==> src/hw/periph_pkg.sv <==
// Peripheral subsystem constants
package periph_pkg;

    // ------------------------------------------------------------------------
    // APB bus and region map
    // ------------------------------------------------------------------------
    localparam int ApbAddrWidth = 32;
    localparam int ApbDataWidth = 32;

    // Region select bits of paddr
    localparam int RegionMsb = 15;
    localparam int RegionLsb = 12;

    localparam logic [RegionMsb-RegionLsb:0] RegionPlic  = 4'd0;
    localparam logic [RegionMsb-RegionLsb:0] RegionTimer = 4'd1;

    // Answer of the default slave
    localparam logic [ApbDataWidth-1:0] ErrorRdata = 32'hDEAD_BEEF;

    // ------------------------------------------------------------------------
    // Interrupt sources and targets
    // ------------------------------------------------------------------------
    localparam int NumTimers      = 2;
    localparam int NumExtIrq      = 5;
    // Source 0 is reserved, timers follow
    localparam int FirstExtSource = NumTimers + 1;
    localparam int NumSources     = FirstExtSource + NumExtIrq;
    localparam int NumTargets     = 2;

    localparam int MaxPriority = 7;
    localparam int PrioWidth   = $clog2(MaxPriority + 1);
    localparam int SrcIdWidth  = $clog2(NumSources);

    // ------------------------------------------------------------------------
    // Interrupt controller register offsets
    // ------------------------------------------------------------------------
    // Priority of source n at base + 4n
    localparam logic [RegionLsb-1:0] PlicPrioBase   = 12'h000;
    localparam logic [RegionLsb-1:0] PlicPendingOff = 12'h080;
    // Enable of target t at base + 4t
    localparam logic [RegionLsb-1:0] PlicEnableBase = 12'h100;
    // Threshold and claim of target t at base + 8t
    localparam logic [RegionLsb-1:0] PlicThreshBase = 12'h200;
    localparam logic [RegionLsb-1:0] PlicClaimBase  = 12'h204;

    // ------------------------------------------------------------------------
    // Timer register offsets
    // ------------------------------------------------------------------------
    localparam logic [RegionLsb-1:0] TimerStride = 12'h010;

    // Bit 0 enables counting
    localparam logic [RegionLsb-1:0] TimerCtrlOff   = 12'h000;
    localparam logic [RegionLsb-1:0] TimerCountOff  = 12'h004;
    localparam logic [RegionLsb-1:0] TimerCmpOff    = 12'h008;
    // Write 1 to bit 0 clears
    localparam logic [RegionLsb-1:0] TimerStatusOff = 12'h00C;

endpackage

==> src/hw/apb_if.sv <==
// APB bus interface
`timescale 1ns/1ps

interface apb_if;
    import periph_pkg::*;

    logic                    psel;
    logic                    penable;
    logic                    pwrite;
    logic [ApbAddrWidth-1:0] paddr;
    logic [ApbDataWidth-1:0] pwdata;
    logic [ApbDataWidth-1:0] prdata;
    logic                    pready;
    logic                    pslverr;

    // Region decoder side
    modport decoder (
        output psel, penable, pwrite, paddr, pwdata,
        input  prdata, pready, pslverr
    );

    // Peripheral side
    modport slave (
        input  psel, penable, pwrite, paddr, pwdata,
        output prdata, pready, pslverr
    );

endinterface

==> src/hw/apb_region_decoder.sv <==
// APB region decoder
`timescale 1ns/1ps

module apb_region_decoder (
    input  logic                                clk_i,
    input  logic                                rst_i,
    input  logic                                psel_i,
    input  logic                                penable_i,
    input  logic                                pwrite_i,
    input  logic [periph_pkg::ApbAddrWidth-1:0] paddr_i,
    input  logic [periph_pkg::ApbDataWidth-1:0] pwdata_i,
    output logic [periph_pkg::ApbDataWidth-1:0] prdata_o,
    output logic                                pready_o,
    output logic                                pslverr_o,
    apb_if.decoder                              plic_o,
    apb_if.decoder                              timer_o
);
    import periph_pkg::*;

    logic [RegionMsb-RegionLsb:0] region;
    logic                         access;

    assign region = paddr_i[RegionMsb:RegionLsb];
    assign access = psel_i && penable_i;

    // ------------------------------------------------------------------------
    // Request fan-out
    // ------------------------------------------------------------------------
    assign plic_o.psel    = psel_i && (region == RegionPlic);
    assign plic_o.penable = penable_i;
    assign plic_o.pwrite  = pwrite_i;
    assign plic_o.paddr   = paddr_i;
    assign plic_o.pwdata  = pwdata_i;

    assign timer_o.psel    = psel_i && (region == RegionTimer);
    assign timer_o.penable = penable_i;
    assign timer_o.pwrite  = pwrite_i;
    assign timer_o.paddr   = paddr_i;
    assign timer_o.pwdata  = pwdata_i;

    // ------------------------------------------------------------------------
    // Response mux
    // ------------------------------------------------------------------------
    always_comb begin
        case (region)
            RegionPlic: begin
                prdata_o  = plic_o.prdata;
                pready_o  = plic_o.pready;
                pslverr_o = plic_o.pslverr;
            end
            RegionTimer: begin
                prdata_o  = timer_o.prdata;
                pready_o  = timer_o.pready;
                pslverr_o = timer_o.pslverr;
            end
            default: begin
                // Unmapped region, answer with an error
                prdata_o  = ErrorRdata;
                pready_o  = access;
                pslverr_o = access;
            end
        endcase
    end

    // Never more than one peripheral selected
    assert property (@(posedge clk_i) disable iff (rst_i)
        $onehot0({plic_o.psel, timer_o.psel}));

endmodule

==> src/hw/plic_core.sv <==
// Platform-level interrupt controller
`timescale 1ns/1ps

module plic_core (
    input  logic                              clk_i,
    input  logic                              rst_i,
    apb_if.slave                              bus_i,
    input  logic [periph_pkg::NumSources-1:0] irq_sources_i,
    output logic [periph_pkg::NumTargets-1:0] irq_o
);
    import periph_pkg::*;

    logic [RegionLsb-1:0]  off;
    logic                  access;
    logic                  wr_en;
    logic                  rd_en;

    logic [PrioWidth-1:0]  prio [NumSources];
    logic [NumSources-1:0] enable [NumTargets];
    logic [PrioWidth-1:0]  thresh [NumTargets];
    logic [NumSources-1:0] pending;
    logic [NumSources-1:0] in_flight;

    logic [SrcIdWidth-1:0] claim_id [NumTargets];
    logic [NumTargets-1:0] claim_rd;
    logic [NumTargets-1:0] complete_wr;
    logic [NumSources-1:0] claim_set;
    logic [NumSources-1:0] complete_set;
    logic [NumTargets-1:0] irq_q;

    assign off    = bus_i.paddr[RegionLsb-1:0];
    assign access = bus_i.psel && bus_i.penable;
    assign wr_en  = access && bus_i.pwrite;
    assign rd_en  = access && !bus_i.pwrite;

    // No wait states, no errors
    assign bus_i.pready  = access;
    assign bus_i.pslverr = 1'b0;

    // ------------------------------------------------------------------------
    // Configuration registers
    // ------------------------------------------------------------------------
    always_ff @(posedge clk_i) begin
        if (rst_i) begin
            prio   <= '{default: '0};
            enable <= '{default: '0};
            thresh <= '{default: '0};
        end else if (wr_en) begin
            // Source 0 keeps priority 0
            for (int n = 1; n < NumSources; n++) begin
                if (off == PlicPrioBase + RegionLsb'(4 * n)) begin
                    prio[n] <= bus_i.pwdata[PrioWidth-1:0];
                end
            end
            for (int t = 0; t < NumTargets; t++) begin
                if (off == PlicEnableBase + RegionLsb'(4 * t)) begin
                    enable[t] <= {bus_i.pwdata[NumSources-1:1], 1'b0};
                end
                if (off == PlicThreshBase + RegionLsb'(8 * t)) begin
                    thresh[t] <= bus_i.pwdata[PrioWidth-1:0];
                end
            end
        end
    end

    // ------------------------------------------------------------------------
    // Arbitration per target
    // ------------------------------------------------------------------------
    always_comb begin
        logic [PrioWidth-1:0] best;
        for (int t = 0; t < NumTargets; t++) begin
            best        = thresh[t];
            claim_id[t] = '0;
            // Strictly greater, so lowest ID wins a tie
            for (int n = 1; n < NumSources; n++) begin
                if (pending[n] && enable[t][n] && prio[n] > best) begin
                    best        = prio[n];
                    claim_id[t] = SrcIdWidth'(n);
                end
            end
        end
    end

    for (genvar t = 0; t < NumTargets; t++) begin : g_target
        logic [RegionLsb-1:0] claim_addr;

        assign claim_addr     = PlicClaimBase + RegionLsb'(8 * t);
        assign claim_rd[t]    = rd_en && (off == claim_addr);
        assign complete_wr[t] = wr_en && (off == claim_addr);

        // A claim never hands out a source masked for this target
        assert property (@(posedge clk_i) disable iff (rst_i)
            claim_rd[t] && claim_id[t] != '0 |-> enable[t][claim_id[t]]);
    end

    always_comb begin
        logic [SrcIdWidth-1:0] done_id;
        claim_set    = '0;
        complete_set = '0;
        done_id      = bus_i.pwdata[SrcIdWidth-1:0];
        for (int t = 0; t < NumTargets; t++) begin
            if (claim_rd[t] && claim_id[t] != '0) begin
                claim_set[claim_id[t]] = 1'b1;
            end
            // Completion ignored for sources the target has masked
            if (complete_wr[t] && enable[t][done_id]) begin
                complete_set[done_id] = 1'b1;
            end
        end
    end

    // ------------------------------------------------------------------------
    // Level gateways
    // ------------------------------------------------------------------------
    always_ff @(posedge clk_i) begin
        if (rst_i) begin
            pending   <= '0;
            in_flight <= '0;
        end else begin
            for (int n = 0; n < NumSources; n++) begin
                if (claim_set[n]) begin
                    pending[n]   <= 1'b0;
                    in_flight[n] <= 1'b1;
                end else begin
                    if (irq_sources_i[n] && !in_flight[n]) begin
                        pending[n] <= 1'b1;
                    end
                    if (complete_set[n]) begin
                        in_flight[n] <= 1'b0;
                    end
                end
            end
        end
    end

    always_ff @(posedge clk_i) begin
        if (rst_i) begin
            irq_q <= '0;
        end else begin
            for (int t = 0; t < NumTargets; t++) begin
                irq_q[t] <= (claim_id[t] != '0);
            end
        end
    end

    assign irq_o = irq_q;

    // Read mux
    always_comb begin
        bus_i.prdata = '0;
        for (int n = 0; n < NumSources; n++) begin
            if (off == PlicPrioBase + RegionLsb'(4 * n)) begin
                bus_i.prdata = ApbDataWidth'(prio[n]);
            end
        end
        if (off == PlicPendingOff) begin
            bus_i.prdata = ApbDataWidth'(pending);
        end
        for (int t = 0; t < NumTargets; t++) begin
            if (off == PlicEnableBase + RegionLsb'(4 * t)) begin
                bus_i.prdata = ApbDataWidth'(enable[t]);
            end
            if (off == PlicThreshBase + RegionLsb'(8 * t)) begin
                bus_i.prdata = ApbDataWidth'(thresh[t]);
            end
            if (claim_rd[t]) begin
                bus_i.prdata = ApbDataWidth'(claim_id[t]);
            end
        end
    end

endmodule

==> src/hw/apb_timer.sv <==
// Dual compare timer
`timescale 1ns/1ps

module apb_timer (
    input  logic                             clk_i,
    input  logic                             rst_i,
    apb_if.slave                             bus_i,
    output logic [periph_pkg::NumTimers-1:0] irq_o
);
    import periph_pkg::*;

    logic [RegionLsb-1:0]    off;
    logic                    access;
    logic                    wr_en;
    logic [NumTimers-1:0]    status;
    logic [ApbDataWidth-1:0] tmr_rdata [NumTimers];

    assign off    = bus_i.paddr[RegionLsb-1:0];
    assign access = bus_i.psel && bus_i.penable;
    assign wr_en  = access && bus_i.pwrite;

    assign bus_i.pready  = access;
    assign bus_i.pslverr = 1'b0;

    // ------------------------------------------------------------------------
    // Timer channels
    // ------------------------------------------------------------------------
    for (genvar i = 0; i < NumTimers; i++) begin : g_timer
        logic [RegionLsb-1:0]    base;
        logic                    hit_ctrl;
        logic                    hit_count;
        logic                    hit_cmp;
        logic                    hit_status;
        logic                    en_q;
        logic                    status_q;
        logic [ApbDataWidth-1:0] count_q;
        logic [ApbDataWidth-1:0] cmp_q;
        logic                    match;
        logic [ApbDataWidth-1:0] rd_word;

        assign base       = RegionLsb'(TimerStride * i);
        assign hit_ctrl   = (off == base + TimerCtrlOff);
        assign hit_count  = (off == base + TimerCountOff);
        assign hit_cmp    = (off == base + TimerCmpOff);
        assign hit_status = (off == base + TimerStatusOff);
        assign match      = en_q && (count_q == cmp_q);

        always_ff @(posedge clk_i) begin
            if (rst_i) begin
                en_q     <= 1'b0;
                status_q <= 1'b0;
                count_q  <= '0;
                cmp_q    <= '0;
            end else begin
                if (wr_en && hit_ctrl) begin
                    en_q <= bus_i.pwdata[0];
                end
                if (wr_en && hit_cmp) begin
                    cmp_q <= bus_i.pwdata;
                end
                // Bus write beats the counter
                if (wr_en && hit_count) begin
                    count_q <= bus_i.pwdata;
                end else if (match) begin
                    count_q <= '0;
                end else if (en_q) begin
                    count_q <= count_q + 1'b1;
                end
                // New event wins over a clear in the same cycle
                if (match) begin
                    status_q <= 1'b1;
                end else if (wr_en && hit_status && bus_i.pwdata[0]) begin
                    status_q <= 1'b0;
                end
            end
        end

        always_comb begin
            rd_word = '0;
            if (hit_ctrl)   rd_word = ApbDataWidth'(en_q);
            if (hit_count)  rd_word = count_q;
            if (hit_cmp)    rd_word = cmp_q;
            if (hit_status) rd_word = ApbDataWidth'(status_q);
        end

        assign tmr_rdata[i] = rd_word;
        assign status[i]    = status_q;
    end

    always_comb begin
        bus_i.prdata = '0;
        for (int i = 0; i < NumTimers; i++) begin
            bus_i.prdata = bus_i.prdata | tmr_rdata[i];
        end
    end

    assign irq_o = status;

    // Every setup is answered in the very next cycle
    assert property (@(posedge clk_i) disable iff (rst_i)
        bus_i.psel && !bus_i.penable |=> bus_i.penable && bus_i.pready);

endmodule

==> src/hw/periph_subsys.sv <==
// Peripheral subsystem top
`timescale 1ns/1ps

module periph_subsys (
    input  logic                                clk_i,
    input  logic                                rst_i,
    input  logic                                psel_i,
    input  logic                                penable_i,
    input  logic                                pwrite_i,
    input  logic [periph_pkg::ApbAddrWidth-1:0] paddr_i,
    input  logic [periph_pkg::ApbDataWidth-1:0] pwdata_i,
    output logic [periph_pkg::ApbDataWidth-1:0] prdata_o,
    output logic                                pready_o,
    output logic                                pslverr_o,
    input  logic [periph_pkg::NumExtIrq-1:0]    ext_irq_i,
    output logic [periph_pkg::NumTargets-1:0]   irq_o
);
    import periph_pkg::*;

    logic [NumTimers-1:0]  timer_irq;
    logic [NumSources-1:0] irq_sources;

    apb_if plic_bus ();
    apb_if timer_bus ();

    // Source 0 means none, then timers, then external lines
    assign irq_sources[0]                           = 1'b0;
    assign irq_sources[FirstExtSource-1:1]          = timer_irq;
    assign irq_sources[NumSources-1:FirstExtSource] = ext_irq_i;

    apb_region_decoder i_decoder (
        .clk_i     ( clk_i     ),
        .rst_i     ( rst_i     ),
        .psel_i    ( psel_i    ),
        .penable_i ( penable_i ),
        .pwrite_i  ( pwrite_i  ),
        .paddr_i   ( paddr_i   ),
        .pwdata_i  ( pwdata_i  ),
        .prdata_o  ( prdata_o  ),
        .pready_o  ( pready_o  ),
        .pslverr_o ( pslverr_o ),
        .plic_o    ( plic_bus  ),
        .timer_o   ( timer_bus )
    );

    plic_core i_plic (
        .clk_i         ( clk_i       ),
        .rst_i         ( rst_i       ),
        .bus_i         ( plic_bus    ),
        .irq_sources_i ( irq_sources ),
        .irq_o         ( irq_o       )
    );

    apb_timer i_timer (
        .clk_i ( clk_i     ),
        .rst_i ( rst_i     ),
        .bus_i ( timer_bus ),
        .irq_o ( timer_irq )
    );

endmodule

==> config.mk <==
export PLATFORM = sky130hd
export DESIGN_NAME = periph_subsys
export DESIGN_NICKNAME = d
export VERILOG_FILES = /design/src/hw/periph_pkg.sv /design/src/hw/apb_if.sv /design/src/hw/apb_region_decoder.sv /design/src/hw/plic_core.sv /design/src/hw/apb_timer.sv /design/src/hw/periph_subsys.sv
export SDC_FILE = /design/constraint.sdc
export NUM_CORES = 1
export LEC_CHECK = 0
export ABC_AREA = 1
export BUFFER_PORTS_ARGS = -buffer_cell sky130_fd_sc_hd__buf_4
export CAP_MARGIN = 20
export CORE_ASPECT_RATIO = 0.7
export CORE_UTILIZATION = 55
export CTS_BUF_LIST = sky130_fd_sc_hd__clkbuf_8 sky130_fd_sc_hd__clkbuf_16
export DETAILED_ROUTE_END_ITERATION = 8
export PLACE_DENSITY = 0.82
export SETUP_SLACK_MARGIN = 0.1
export SYNTH_ARGS = -nofsm -noshare
export SYNTH_HDL_FRONTEND = slang
export SYNTH_SLANG_ARGS = --single-unit
==> constraint.sdc <==
create_clock -name clk_i -period 8.3 [get_ports clk_i]
set_input_delay 0.415 -clock clk_i [delete_from_list [all_inputs] [get_ports clk_i]]
set_output_delay 0.415 -clock clk_i [all_outputs]
set_load 0.02 [all_outputs]
# --- Yosys cells after proc, flatten, opt, wreduce, memory -nomap -nowiden ---
# Index checks and enable logic that the tools add are counted.
word_totals:
  out_inout_bits: 36
  register_bits: 189
  in_bits: 74
classes:
  add_sub_neg: 2
  n_reduce_logical: 108
  eq_ne: 17
  bitwise_logic: 3
  muxes: 89
  n_lt_le_gt_ge: 20
op_table:
  columns: ["operator", "n"]
  rows:
  - ["$mux W32", 12]
  - ["$mux W8", 11]
  - ["$mux W3", 27]
  - ["$logic_and A1 B1 Y1", 66]
  - ["$add A32 B1 Y32 const B", 2]
  - ["$eq A32 B32 Y1", 2]
  - ["$pmux W32 S2", 1]
  - ["$eq A12 B10 Y1 const B", 4]
  - ["$eq A12 B5 Y1 const B", 4]
  - ["$gt A3 B3 Y1", 14]
  - ["$or A32 B32 Y32", 1]
  - ["$mux W1", 28]
  - ["$eq A12 B4 Y1 const B", 2]
  - ["$eq A12 B9 Y1 const B", 2]
  - ["$reduce_and A2 Y1", 11]
  - ["$reduce_bool A2 Y1", 9]
  - ["$or A8 B8 Y8", 2]
  - ["$reduce_or A2 Y1", 8]
  - ["$eq A12 B3 Y1 const B", 1]
  - ["$eq A12 B8 Y1 const B", 1]
  - ["$logic_not A12 Y1", 1]
  - ["$lt A3 B4 Y1 const B", 3]
  - ["$reduce_bool A3 Y1", 4]
  - ["$demux W1 S3", 3]
  - ["other kinds (7)", 20]

# --- Longest topological paths before layout ---
# Gate-level depths: netlist of the first run.
depth:
  depth_word: 29
  depth_mapped: 61
  mapped_depth_nobuf: 61

# --- Modules after synthesis ---
# Synthesis of the first run repeated with hierarchy kept, for this count alone.
hier_totals:
  cells_unflattened: 2686
  hier_area_um2: 16637.2
by_module_without_submodules:
  columns: ["mod", "area_per_inst_um2", "cells_each", "instances"]
  rows:
  - ["apb_timer", 10163.5, 1694, 1]
  - ["plic_core", 4712.0, 733, 1]
  - ["apb_region_decoder", 1757.9, 258, 1]
  - ["periph_subsys", 3.8, 1, 1]

# --- Worst setup path after synthesis of the first run ---
# Ideal clock, no wire load.
synth_timing:
  kind: "register -> output"
  start: "register i_plic.thresh[5] (netlist name)"
  end: "output prdata_o[1] (netlist name)"
  path_slack_ns: 0.610
  arrival_time_ns: 7.275
  required_ns: 7.885
  stages_incl_launch_ff: 56
  cell_sequence: "dfxtp_1 inv_1 ha_1 a21oi_1 nand2_1 nand2_2 nand2_1 o21ai_0 ha_1 o21ai_0 nand3_1 nand3_2 nand2_2 o21ai_0 ha_1 o21ai_0 nand3_1 nand3_1 (+20 left out) o21ai_0 ha_1 a21oi_1 o21ai_0 nand4_1 inv_1 nor2_1 inv_1 nor2_1 inv_1 o21ai_0 nor2_1 nand2_1 nand2_1 nand2_1 nand2_1 nand2_1 nand2_1"
synth_between:
  elab_chain_cells: 26
  elab_cells_between_ends: 31
  cone_classes: "order compare (7); mux (17); reduce/logical (7)"
synth_lines:
  columns: ["element", "line_no", "source"]
  rows:
  - ["start, declared", "plic_core.sv:20", "logic [PrioWidth-1:0] thresh [NumTargets];"]
  - ["start signal, assigned by index", "plic_core.sv:60", "thresh[t] <= bus_i.pwdata[PrioWidth-1:0];"]
  - ["$gt A3 B3 Y1", "plic_core.sv:76", "if (pending[n] && enable[t][n] && prio[n] > best) begin"]
  - ["$logic_and A1 B1 Y1", "plic_core.sv:76", null]
  - ["$mux W3 *", "plic_core.sv:76", null]
  - ["$gt A3 B3 Y1", "plic_core.sv:76", null]
  - ["$logic_and A1 B1 Y1", "plic_core.sv:76", null]
  - ["$mux W3", "plic_core.sv:76", null]
  - ["$gt A3 B3 Y1", "plic_core.sv:76", null]
  - ["$logic_and A1 B1 Y1", "plic_core.sv:76", null]
  - ["(+10 left out)", null, null]
  - ["$gt A3 B3 Y1", "plic_core.sv:76", null]
  - ["$logic_and A1 B1 Y1", "plic_core.sv:76", null]
  - ["$mux W3 *", "plic_core.sv:76", null]
  - ["$mux W8 *", "plic_core.sv:166", "if (claim_rd[t]) begin"]
  - ["$mux W8 *", "plic_core.sv:160", "if (off == PlicEnableBase + RegionLsb'(4 * t)) begin"]
  - ["$mux W8 *", "plic_core.sv:163", "if (off == PlicThreshBase + RegionLsb'(8 * t)) begin"]
  - ["$mux W8 *", "plic_core.sv:166", null]
  - ["$pmux W32 S2 *", "apb_region_decoder.sv:45", "case (region)"]
  - ["end, declared", "periph_subsys.sv:12", "output logic [periph_pkg::ApbDataWidth-1:0] prdata_o,"]
# Mark *: on every way between the ends. The rest lies on a longest branch, timed or not.

# --- Worst setup path after layout of the first run ---
layout_timing:
  start: "register i_plic.prio[20] (netlist name)"
  end: "output prdata_o[2] (netlist name)"
layout_between:
  elab_chain_cells: 26
  elab_cells_between_ends: 63
  cone_classes: "order compare (14); mux (35); reduce/logical (14)"
layout_lines:
  columns: ["element", "line_no", "source"]
  rows:
  - ["start, declared", "plic_core.sv:18", "logic [PrioWidth-1:0] prio [NumSources];"]
  - ["start signal, assigned by index", "plic_core.sv:52", "prio[n] <= bus_i.pwdata[PrioWidth-1:0];"]
  - ["$gt A3 B3 Y1", "plic_core.sv:76", null]
  - ["$logic_and A1 B1 Y1", "plic_core.sv:76", null]
  - ["$mux W3", "plic_core.sv:76", null]
  - ["$gt A3 B3 Y1", "plic_core.sv:76", null]
  - ["$logic_and A1 B1 Y1", "plic_core.sv:76", null]
  - ["$mux W3", "plic_core.sv:76", null]
  - ["$gt A3 B3 Y1", "plic_core.sv:76", null]
  - ["$logic_and A1 B1 Y1", "plic_core.sv:76", null]
  - ["(+10 left out)", null, null]
  - ["$gt A3 B3 Y1", "plic_core.sv:76", null]
  - ["$logic_and A1 B1 Y1", "plic_core.sv:76", null]
  - ["$mux W3", "plic_core.sv:76", null]
  - ["$mux W8", "plic_core.sv:166", null]
  - ["$mux W8", "plic_core.sv:160", null]
  - ["$mux W8", "plic_core.sv:163", null]
  - ["$mux W8 *", "plic_core.sv:166", null]
  - ["$pmux W32 S2 *", "apb_region_decoder.sv:45", null]
# Marks and branches as above.

==> results of run 1 <==
worst paths after layout:
| path | start | end | cells after the start |
|---|---|---|---|
| max | i_plic.prio[20]$_SDFFE_PP0P_ | prdata_o[2] | 52 |
| max reg2reg | i_plic.prio[20]$_SDFFE_PP0P_ | i_plic.pending[4]$_SDFFE_PP0P_ | 53 |
| min | pwdata_i[18] | i_timer.g_timer[1].count_q[18]$_SDFFE_PP0P_ | 3 |
| min reg2reg | i_plic.in_flight[7]$_SDFFE_PP0P_ | i_plic.in_flight[7]$_SDFFE_PP0P_ | 2 |
cell usage in the layout (no fill, tap or decap), drive strengths merged, types with 3 or more instances in the layout:
master | netlist | final
nand2 | 416 | 416
o21ai | 268 | 268
inv | 262 | 266
buf | 9 | 205
dfxtp | 189 | 189
a21oi | 155 | 155
nor2 | 137 | 137
nand3 | 94 | 94
xor2 | 51 | 51
nor3 | 49 | 49
o22ai | 41 | 41
a31oi | 36 | 36
ha | 36 | 36
nor4 | 31 | 31
nand4 | 29 | 29
clkbuf | 76 | 20
a221oi | 16 | 16
o211ai | 15 | 15
xnor2 | 12 | 12
a41oi | 8 | 8
a211oi | 6 | 6
o2111ai | 6 | 6
clkinv | 2 | 6
or2 | 5 | 5
nand3b | 4 | 4
clkinvlp | 0 | 4
or4 | 3 | 3
stage by stage:
| stage | total power, uW | TNS (ns) | setup slack, ns | cells |
|---|---|---|---|---|
| after floorplan | 977 | 0 | 0.610 | 1975 |
| after global placement | 1040 | -0.0144 | -0.0144 | 2369 |
| after detailed placement | 1040 | -3.52 | -0.467 | 2370 |
| after CTS | 1820 | -0.496 | -0.194 | 2423 |
| after global routing | 1860 | -5.19 | -0.676 | 2439 |
| final | 1830 | -0.428 | -0.179 | 2440 |
what timing repair did:
item,CTS,global route
setup endpoints to repair,18,18
hold endpoints to repair,0,0
gates resized for setup,82,82
gates cloned,0,0
buffers inserted,21,17
pin swaps,49,68
worst max-delay path: cells and delay by family, from the launching register on:
| kind | cells | cell delay (ns) |
|---|---|---|
| adders and majority gates | 7 | 1.82 |
| and+or+nand+nor | 16 | 1.79 |
| AOI/OAI and AO/OA | 17 | 1.89 |
| DFF | 1 | 0.38 |
| buffers and inverters | 12 | 1.70 |
layer usage:
layer	GRT usage, %	vias up
met5	0	-
met2	56.2	1178
met4	10.3	2
met1	67.2	7099
li1	-	7004
met3	19.1	112
where the power goes:
| part | internal (uW) | switching [uW] |
|---|---|---|
| logic | 36.8 | 78.5 |
| registers | 907 | 2.95 |
| clock network | 409 | 395 |
final cells by class:
cell class,instances,area (um2)
well taps,312,390
diodes,1,2.50
repair buffers,205,1610
clock buffers,20,467
clock inverters,12,88.8
flip-flops and latches,189,3790
multi-input cells,1437,8140
fillers,2031,7190
inverters,264,998
logic make-up after synthesis:
logic type | count (synthesis) | synth area share (%)
adders and majority gates | 36 | 3.53
DFF | 189 | 29.7
and+or+nand+nor | 771 | 27.3
buffers and inverters | 349 | 10.4
AOI/OAI and AO/OA | 567 | 24.8
xor gates and xnor gates | 63 | 4.33
state kept, by name (all words and copies together) (netlist names):
name,count
i_plic.thresh,6
i_plic.prio,21
i_plic.irq_o,2
i_timer.g_timer.cmp_q,64
i_plic.pending,7
i_plic.in_flight,7
i_timer.g_timer.en_q,2
i_plic.enable,14
i_timer.g_timer.count_q,64
i_timer.g_timer.status_q,2
==> results.md, run 1 <==
- WP data required: approximately 7.9 ns
- Vias per inst: 6.31
- Post-synth EDFFs: 0
- Global Route Usage Sum: 44.5%
- Dpl cell area: 14100 um2
- Synth top area cells: dfxtp_1, nand2_1, o21ai_0
- Pwr per Cell Area: approximately 120 nW/um2
- Count leader, synth: nand2_1
- CTS clk-pin slew, worst paths: ~0.08 ns
- Hold Slack: 0.238 ns
- Post-DP HPWL: 39900 um
- Tmin final: 8.48 ns
- Worst-Skew Late Latency: 0.47 ns
- Failing checks: setup timing
- Register area share after synthesis: 29.7%
- Worst hold path class: primary input to flip-flop
- Worst-case clock buffer depth: 2
- Max Clock Freq: between 0.1 and 0.15 GHz
- Worst Skew: 0.0155 ns
- Iter 0 DRT Violations: 2251
- Core area: 22700 um2
- DRC errors left: 0
- Synth warn: 0
- Final Max Slew Viols: 0
- Post-route cell area: approximately 15000 um2
- Synthesized flop and latch total: around 190
- Post-Route WL: 54200 um
- Crit Path Class: flip-flop to output pin
- # H-tree levels: 4
- Share of layout cells above drive strength 1: 18.1%
- Final net count: 2224
- Synth top area share: 29.7%
- Die width: 184 um
- CP startpoint kind: flip-flop
- Slew @ Worst Pin: 1.24 ns
- Synth Instances: 1975
- DR top layer: met5
- Post-synth cell types: between 60 and 70
- Slowest CP cell: dfxtp_4
- Status: finished with violations
- Clk root buf: clkbuf_16
- TritonCTS clock tree: yes
- Clock sink count: 189
- Initial antenna violation count: 2
- GP Congestion: 1.02
- Met2 WL post-DR: 19900 um
- Mapped Nets: 2085
- Final setup fails: 3
- Final period util: 102%
- Cell area after synthesis: between 10000 and 15000 um2
- Starting Density: 56.2%
- Hold-fix buffers at CTS: 0
- Post-Route M1 WL: 23700 um
- R2r setup slk: 0.09 ns
- Max transition margin: ~17%
- Number of global-route vias before repair: 13082
- Die area: around 24000 um2
- Layout area overhead: 21.5%
- RSZ-0062 raised after global routing: true
- Die height: about 130 um
- 1st-pass router iterations: 6
- Peak supply drop: 0.159 mV
- Largest area contributor in the netlist: dfxtp_1
- Largest net degree at the start of global routing: 122
- First-pass GRT wire length: 78000 um
- Async SR Flop Fraction: 0%
- Leakage: 0.00647 uW
- Gr ovfl total: 0
- Top FF cell, synth: dfxtp_1
- DR vias: 15395
- Max-cap violation count: 0
- Worst Path Max Fanout: 6
- ANT nets after route: 0
- Post-route setup slack: -0.179 ns
- Commonest cells post-synth: nand2_1, o21ai_0, inv_1
- CTS buffer count: 17
- IO Port Bufs: between 90 and 100
- Routed wl met3: 9480 um
- Mean area per synthesized cell: between 6 and 7 um2
- Final design utilization: 68.3%
- I/O Pins: 110
- Hold Fails Final Rpt: 0
- Crit. End Element: output pin
- Wire per inst: ~22 um
- Worst path max stage delay: 0.38 ns
- Rows: 46
- Arr. time, crit path: just over 8 ns
No activity file was read; power rests on OpenSTA's default activity.
==> run 2, diff against run 1 <==
==> constraint.sdc (replaced) <==
create_clock -name clk_i -period 10.66 [get_ports clk_i]
set_input_delay 0.533 -clock clk_i [delete_from_list [all_inputs] [get_ports clk_i]]
set_output_delay 0.533 -clock clk_i [all_outputs]
set_load 0.02 [all_outputs]
==> run 2 against run 1 <==
Effect of this change:
- the run now ends clean
- count of clock-buffer cells in the layout decreased by 3
- die area unchanged
- non-clock buffer count decreased by 89
- worst setup slack improved by 0.93 ns
- sequential cell count unchanged
- clock skew decreased by 0.0031 ns
- first-iteration DRC count decreased by 0.89%
- sequential share of layout area increased by 1.9 points
- total power decreased by 19%
- final cell count decreased by 3.7%
- via count decreased by 3.9%
- register-to-register slack improved by 1.0 ns
- largest cell class unchanged
==> results.md, run 2 (synthesized netlist as in run 1, its figures left out) <==
- Pwr per Cell Area: 103 nW/um2 (-13%)
- Delay-heaviest family, CP: simple AND/OR/NAND/NOR gates
- CTS clk-pin slew, worst paths: 0.08 ns (about the same)
- DR vias: 14801 (-3.9%)
- Fillers: 2209 (+8.8%)
- Setup TNS: 0 ns (+0.428 ns)
- Largest net degree at the start of global routing: 89 (-27%)
- Routed wl met3: 9590 um (+1.2%)
- Global Route Usage Sum: 43.6% (-0.88 points)
- Die area: 23800 um2 (unchanged)
- Worst-Skew Late Latency: 0.46 ns (about the same)
- Share of layout cells above drive strength 1: 10.3% (-7.7 points)
- Status: complete, no violations
- Leakage: 0.00598 uW (-7.7%)
- IO Port Bufs: 93 (unchanged)
- Post-Route M1 WL: 23000 um (-2.7%)
- Most frequent cells in the layout: nand2_1, o21ai_0, inv_1
- Initial antenna violation count: 1 (-1)
- First-pass GRT wire length: 76300 um (-2.2%)
- R2r setup slk: 1.14 ns (+1.05 ns)
- RR Startpoint: i_plic.thresh[2]$_SDFFE_PP0P_
- Gr ovfl total: 0 (unchanged)
- GP Congestion: 1.02 (-0.44%)
- TritonCTS clock tree: yes
- Largest regs: i_timer.g_timer.cmp_q (64), i_timer.g_timer.count_q (64), i_plic.prio (21)
- Die width: 184 um (unchanged)
- Met2 WL post-DR: 18900 um (-5.3%)
- # H-tree levels: 4 (unchanged)
- Worst Path Buf+Inv: 5 (-7)
- 1st-pass router iterations: 6 (unchanged)
- Tot Pwr: 1480 uW (-19%)
- WP data required: 10.13 ns (+2.24 ns)
- Die height: 129 um (unchanged)
- Post-DP HPWL: 39600 um (-0.59%)
- CP startpoint kind: flip-flop
- Worst hold path class: primary input to flip-flop
- Final period util: 93.0%
- Wire per inst: 22.4 um (+0.64%)
- Worst Skew: 0.0124 ns (-0.00308 ns)
- Vias per inst: 6.30 (-0.18%)
- Final design utilization: 63.3% (-5.0 points)
- Worst path max stage delay: 0.44 ns (+0.06 ns)
- Starting Density: 56.2% (unchanged)
- Tmin final: 9.91 ns
- Slew @ Worst Pin: 0.998 ns (-0.240 ns)
- Number of global-route vias before repair: 12573 (-3.9%)
- Core area: 22700 um2 (unchanged)
- Hold-fix buffers at CTS: 0 (unchanged)
- Peak supply drop: 0.117 mV (-26%)
- DRC errors left: 0 (unchanged)
- DR top layer: met5
- Clock sink count: 189 (unchanged)
- Hold Fails Final Rpt: 0 (unchanged)
- Hold Path Origin: pwdata_i[18]
- Arr. time, crit path: 9.38 ns (+1.32 ns)
- Worst Path Max Fanout: 8 (+2)
- Max-cap violation count: 0 (unchanged)
- Max transition margin: 33.3% (+16 points)
- Layout area overhead: 12.6%
- Crit Path Class: flip-flop to output pin
- Worst reg2reg path depth: 49 (-7.5%)
- Iter 0 DRT Violations: 2231 (-0.89%)
- I/O Pins: 110 (unchanged)
- Worst-case clock buffer depth: 2 (unchanged)
- Rows: 46 (unchanged)
- CP most frequent cell: o21ai_0
- Most common cell after layout, fill and taps aside: nand2_1
- Clk root buf: clkbuf_16
- Slowest CP cell: o21ai_2
- RSZ-0062 raised after global routing: false
- Final setup fails: 0 (-3)
- RR Endpoint: i_plic.in_flight[5]$_SDFFE_PP0P_
- Max Clock Freq: between 0.1 and 0.15 GHz
- Final net count: 2135 (-4.0%)
- Critical Path Stages: 48 (-7.7%)
- Crit path to: prdata_o[2]
- Final Max Slew Viols: 0 (unchanged)
- Post-Route WL: 52600 um (-3.1%)
- CTS buffer count: 17 (unchanged)
- CP startpoint: i_plic.thresh[2]$_SDFFE_PP0P_
- Diodes inserted: 0 (-1)
- Crit. End Element: output pin
- ANT nets after route: 0 (unchanged)
==> run 2: worst min-delay path by stage <==
stage,slack [ns],endpoint,depth (start not counted)
global placement,0.46,i_plic.in_flight[7]$_SDFFE_PP0P_,2
CTS,0.35,i_timer.g_timer[1].count_q[18]$_SDFFE_PP0P_,3
finish,0.36,i_timer.g_timer[1].count_q[18]$_SDFFE_PP0P_,3
global route,0.36,i_timer.g_timer[1].count_q[18]$_SDFFE_PP0P_,3
floorplan,0.45,i_plic.enable[9]$_SDFFE_PP0P_,2
detailed placement,0.47,i_plic.in_flight[7]$_SDFFE_PP0P_,2
==> run 2: through the flow <==
stage	instance area (um2)	instances	hold WS [ns]	setup slack, ns
2_1_floorplan	12700	1975	0.449	2.85
3_3_place_gp	13600	2309	0.465	1.19
3_5_place_dp	13600	2309	0.471	0.942
4_1_cts	14200	2341	0.349	0.446
5_1_grt	14400	2350	0.358	0.0648
6_report	14400	2350	0.364	0.747
==> run 2: cell type report <==
class,instances,area (um2),share of cell area (%)
Clock buffer,17,425,2.96
Timing Repair Buffer,116,891,6.20
Tap cell,312,390,2.72
Clock inverter,15,185,1.29
Inverter,264,993,6.92
Sequential cell,189,3780,26.4
Multi-Input combinational cell,1437,7690,53.6
==> run 2: repair_timing <==
action,in CTS,in global routing
resized for setup,0,13
setup endpoints to repair,0,11
setup buffers,0,8
endpoints found under the hold margin,0,0
==> run 2: worst min-delay path, stage by stage <==
cell and delay [ns]:
buf_4 0.13, nand2_1 0.06, a21oi_1 0.06
==> run 2: routing by layer <==
| metal | vias up | track usage (%) |
|---|---|---|
| li1 | 6819 | - |
| met1 | 6830 | 64.8 |
| met2 | 1070 | 54.0 |
| met3 | 80 | 22.3 |
| met4 | 2 | 9.26 |
| met5 | - | 0 |
==> run 2: power by group <==
group | internal (uW) | switching [uW] | leakage [uW]
registers | 707 | 2.58 | 0.00152
clock network | 356 | 324 | 0.000297
logic | 28.0 | 61.5 | 0.00416
total | 1090 | 388 | 0.00598
==> run 3, diff against run 2 <==
==> constraint.sdc (replaced) <==
create_clock -name clk_i -period 10.66 [get_ports clk_i]
set_input_delay 0.533 -clock clk_i [delete_from_list [all_inputs] [get_ports clk_i]]
set_output_delay 0.533 -clock clk_i [all_outputs]
set_load 0.01 [all_outputs]
==> run 3 against run 2 <==
Effect of this change:
- sequential power about the same
- final cell count about the same
- hold slack got worse by 0.011 ns
- global-route usage decreased by 0.62 points
- critical path type unchanged
- utilization increased by 0.17 points
- sequential share of layout area decreased by 0.071 points
- design area increased by 0.27%
- clock skew increased by 0.0060 ns
==> results.md, run 3 (synthesized netlist as in run 1, its figures left out) <==
- Share of layout cells above drive strength 1: 10.3% (-0.054 points)
- # H-tree levels: 4 (unchanged)
- Most frequent cells in the layout: nand2_1, o21ai_0, inv_1
- ANT nets after route: 0 (unchanged)
- Wire per inst: 21.9 um (-2.1%)
- Most common cell after layout, fill and taps aside: nand2_1
- Clock power frac: 46.7% (+0.7 points)
- Crit Path Class: flip-flop to output pin
- Tot Pwr: 1490 uW (+0.74%)
- Setup TNS: 0 ns (unchanged)
- Layout area overhead: 12.9%
- Number of global-route vias before repair: 12560 (-0.10%)
- Worst-Skew Late Latency: 0.47 ns (about the same)
- Final period util: 92.3% (-0.69 points)
- Worst reg2reg path depth: 51 (+4.1%)
- Core area: 22700 um2 (unchanged)
- Net Switching: 395 uW (+1.6%)
- Sequential Power Share: 47.6% (-0.4 points)
- Gr ovfl total: 0 (unchanged)
- Critical Path Stages: 50 (+4.2%)
- Worst Path Max Fanout: 8 (unchanged)
- Pwr per Cell Area: 103 nW/um2 (+0.47%)
- Cell-internal power: 1100 uW (+0.43%)
- Iter 0 DRT Violations: 2258 (+1.2%)
- RR Endpoint: i_plic.in_flight[5]$_SDFFE_PP0P_
- Combinational fraction of design power: 5.7% (-0.4 points)
- Slew @ Worst Pin: 1.11 ns (+0.111 ns)
- Max transition margin: 25.4% (-7.9 points)
- TritonCTS clock tree: yes
- Final Max Slew Viols: 0 (unchanged)
- Die width: 184 um (unchanged)
- CTS clk-pin slew, worst paths: 0.08 ns (about the same)
- First-pass GRT wire length: 75800 um (-0.77%)
- DRC errors left: 0 (unchanged)
- Final setup fails: 0 (unchanged)
- Global Route Usage Sum: 43.0% (-0.62 points)
- WP data required: 10.13 ns (about the same)
- GP Congestion: 1.05 (+3.5%)
- Tmin final: 9.84 ns (-0.0738 ns)
- Die height: 129 um (unchanged)
- IO Port Bufs: 93 (unchanged)
- CP startpoint: i_plic.thresh[2]$_SDFFE_PP0P_
- I/O Pins: 110 (unchanged)
- Clock sink count: 189 (unchanged)
- CP startpoint kind: flip-flop
- Largest net degree at the start of global routing: 126 (+42%)
- Largest regs: i_timer.g_timer.cmp_q (64), i_timer.g_timer.count_q (64), i_plic.prio (21)
- RR Startpoint: i_plic.thresh[2]$_SDFFE_PP0P_
- Slowest CP cell: ha_1
- Status: complete, no violations
- RSZ-0062 raised after global routing: true
- Worst Skew: 0.0184 ns (+0.00604 ns)
- Clk root buf: clkbuf_16
- Sw frac: 26.5% (+0.23 points)
- Initial antenna violation count: 1 (unchanged)
- Crit. End Element: output pin
- Peak supply drop: 0.119 mV (+1.7%)
- Worst Path Buf+Inv: 5 (unchanged)
- Worst-case clock buffer depth: 2 (unchanged)
- Max-cap violation count: 0 (unchanged)
- Rows: 46 (unchanged)
- Starting Density: 56.2% (unchanged)
- Vias per inst: 6.30 (about the same)
- Delay-heaviest family, CP: simple AND/OR/NAND/NOR gates
- R2r setup slk: 1.10 ns (-0.04 ns)
- Worst path max stage delay: 0.35 ns (-0.09 ns)
- 1st-pass router iterations: 6 (unchanged)
- Die area: 23800 um2 (unchanged)
- Final net count: 2136 (+0.047%)
- Post-Route WL: 51500 um (-2.0%)
- Hold Fails Final Rpt: 0 (unchanged)
- Crit path to: prdata_o[2]
- Arr. time, crit path: 9.31 ns (-0.07 ns)
- Max Clock Freq: 0.102 GHz (+0.75%)
- DR vias: 14819 (+0.12%)
- Post-DP HPWL: 38800 um (-2.1%)
- Leakage: 0.00600 uW (+0.27%)
- CTS buffer count: 17 (unchanged)
- Fillers: 2147 (-2.8%)
- Worst hold path class: primary input to flip-flop
==> run 3: worst register-to-register path: cells and delay by family, from the launching register on <==
kind                       cells  cell delay (ns)
and+or+nand+nor               22             3.68
buffers and inverters          5             0.58
DFF                            1             0.31
AOI/OAI and AO/OA             17             2.60
adders and majority gates      7             2.31
==> run 3: power by group through the flow <==
| stage | logic [uW] | registers [uW] | clock network [uW] |
|---|---|---|---|
| 2_1_floorplan | 33.0 | 724 | 0 |
| 3_3_place_gp | 79.3 | 726 | 0 |
| 3_5_place_dp | 79.5 | 726 | 0 |
| 4_1_cts | 79.7 | 709 | 690 |
| 5_1_grt | 87.4 | 709 | 716 |
| 6_report | 84.9 | 709 | 695 |
==> run 3: what timing repair did <==
action                     4_1_cts  5_1_grt
resized for setup                0        6
hold buffers                     0        0
buffers inserted                 0        6
setup endpoints to repair        0       10
==> run 3: layout make-up <==
type | count | area, um2 | share of cell area [%]
timing repair buffer | 117 | 931 | 6.47
tap | 312 | 390 | 2.71
clock inverter | 15 | 193 | 1.34
inverter | 264 | 993 | 6.90
antenna | 1 | 2.50 | 0.0174
sequential | 189 | 3780 | 26.3
clock buffer | 17 | 425 | 2.95
multi-input combinational | 1437 | 7680 | 53.3
==> run 3: worst min path at each step <==
stage / from / endpoint / cells after the start
finish: pwdata_i[18] / i_timer.g_timer[1].count_q[18]$_SDFFE_PP0P_ / 3
global route: pwdata_i[18] / i_timer.g_timer[1].count_q[18]$_SDFFE_PP0P_ / 3
CTS: pwdata_i[18] / i_timer.g_timer[1].count_q[18]$_SDFFE_PP0P_ / 3
detailed placement: i_plic.in_flight[7]$_SDFFE_PP0P_ / i_plic.in_flight[7]$_SDFFE_PP0P_ / 2
global placement: i_plic.in_flight[7]$_SDFFE_PP0P_ / i_plic.in_flight[7]$_SDFFE_PP0P_ / 2
floorplan: i_plic.enable[9]$_SDFFE_PP0P_ / i_plic.enable[9]$_SDFFE_PP0P_ / 2
==> run 3: per-layer routing <==
metal | routed length [um] | track usage (%) | share of wire (%)
met5 | 0 | 0 | 0
met4 | 915 | 10.3 | 1.8
met3 | 8910 | 18.0 | 17
met2 | 18900 | 53.6 | 37
met1 | 22700 | 65.6 | 44
==> run 3: through the flow <==
stage / util [%] / instances / hold WS, ns / setup slack (ns) / area (um2)
detailed placement: 60.2 / 2310 / 0.472 / 1.04 / 13600
CTS: 62.9 / 2342 / 0.341 / 0.655 / 14300
finish: 63.5 / 2352 / 0.354 / 0.821 / 14400
floorplan: - / 1975 / 0.449 / 2.90 / 12700
global route: 63.5 / 2351 / 0.352 / -0.0515 / 14400
global placement: 60.2 / 2310 / 0.462 / 1.39 / 13600
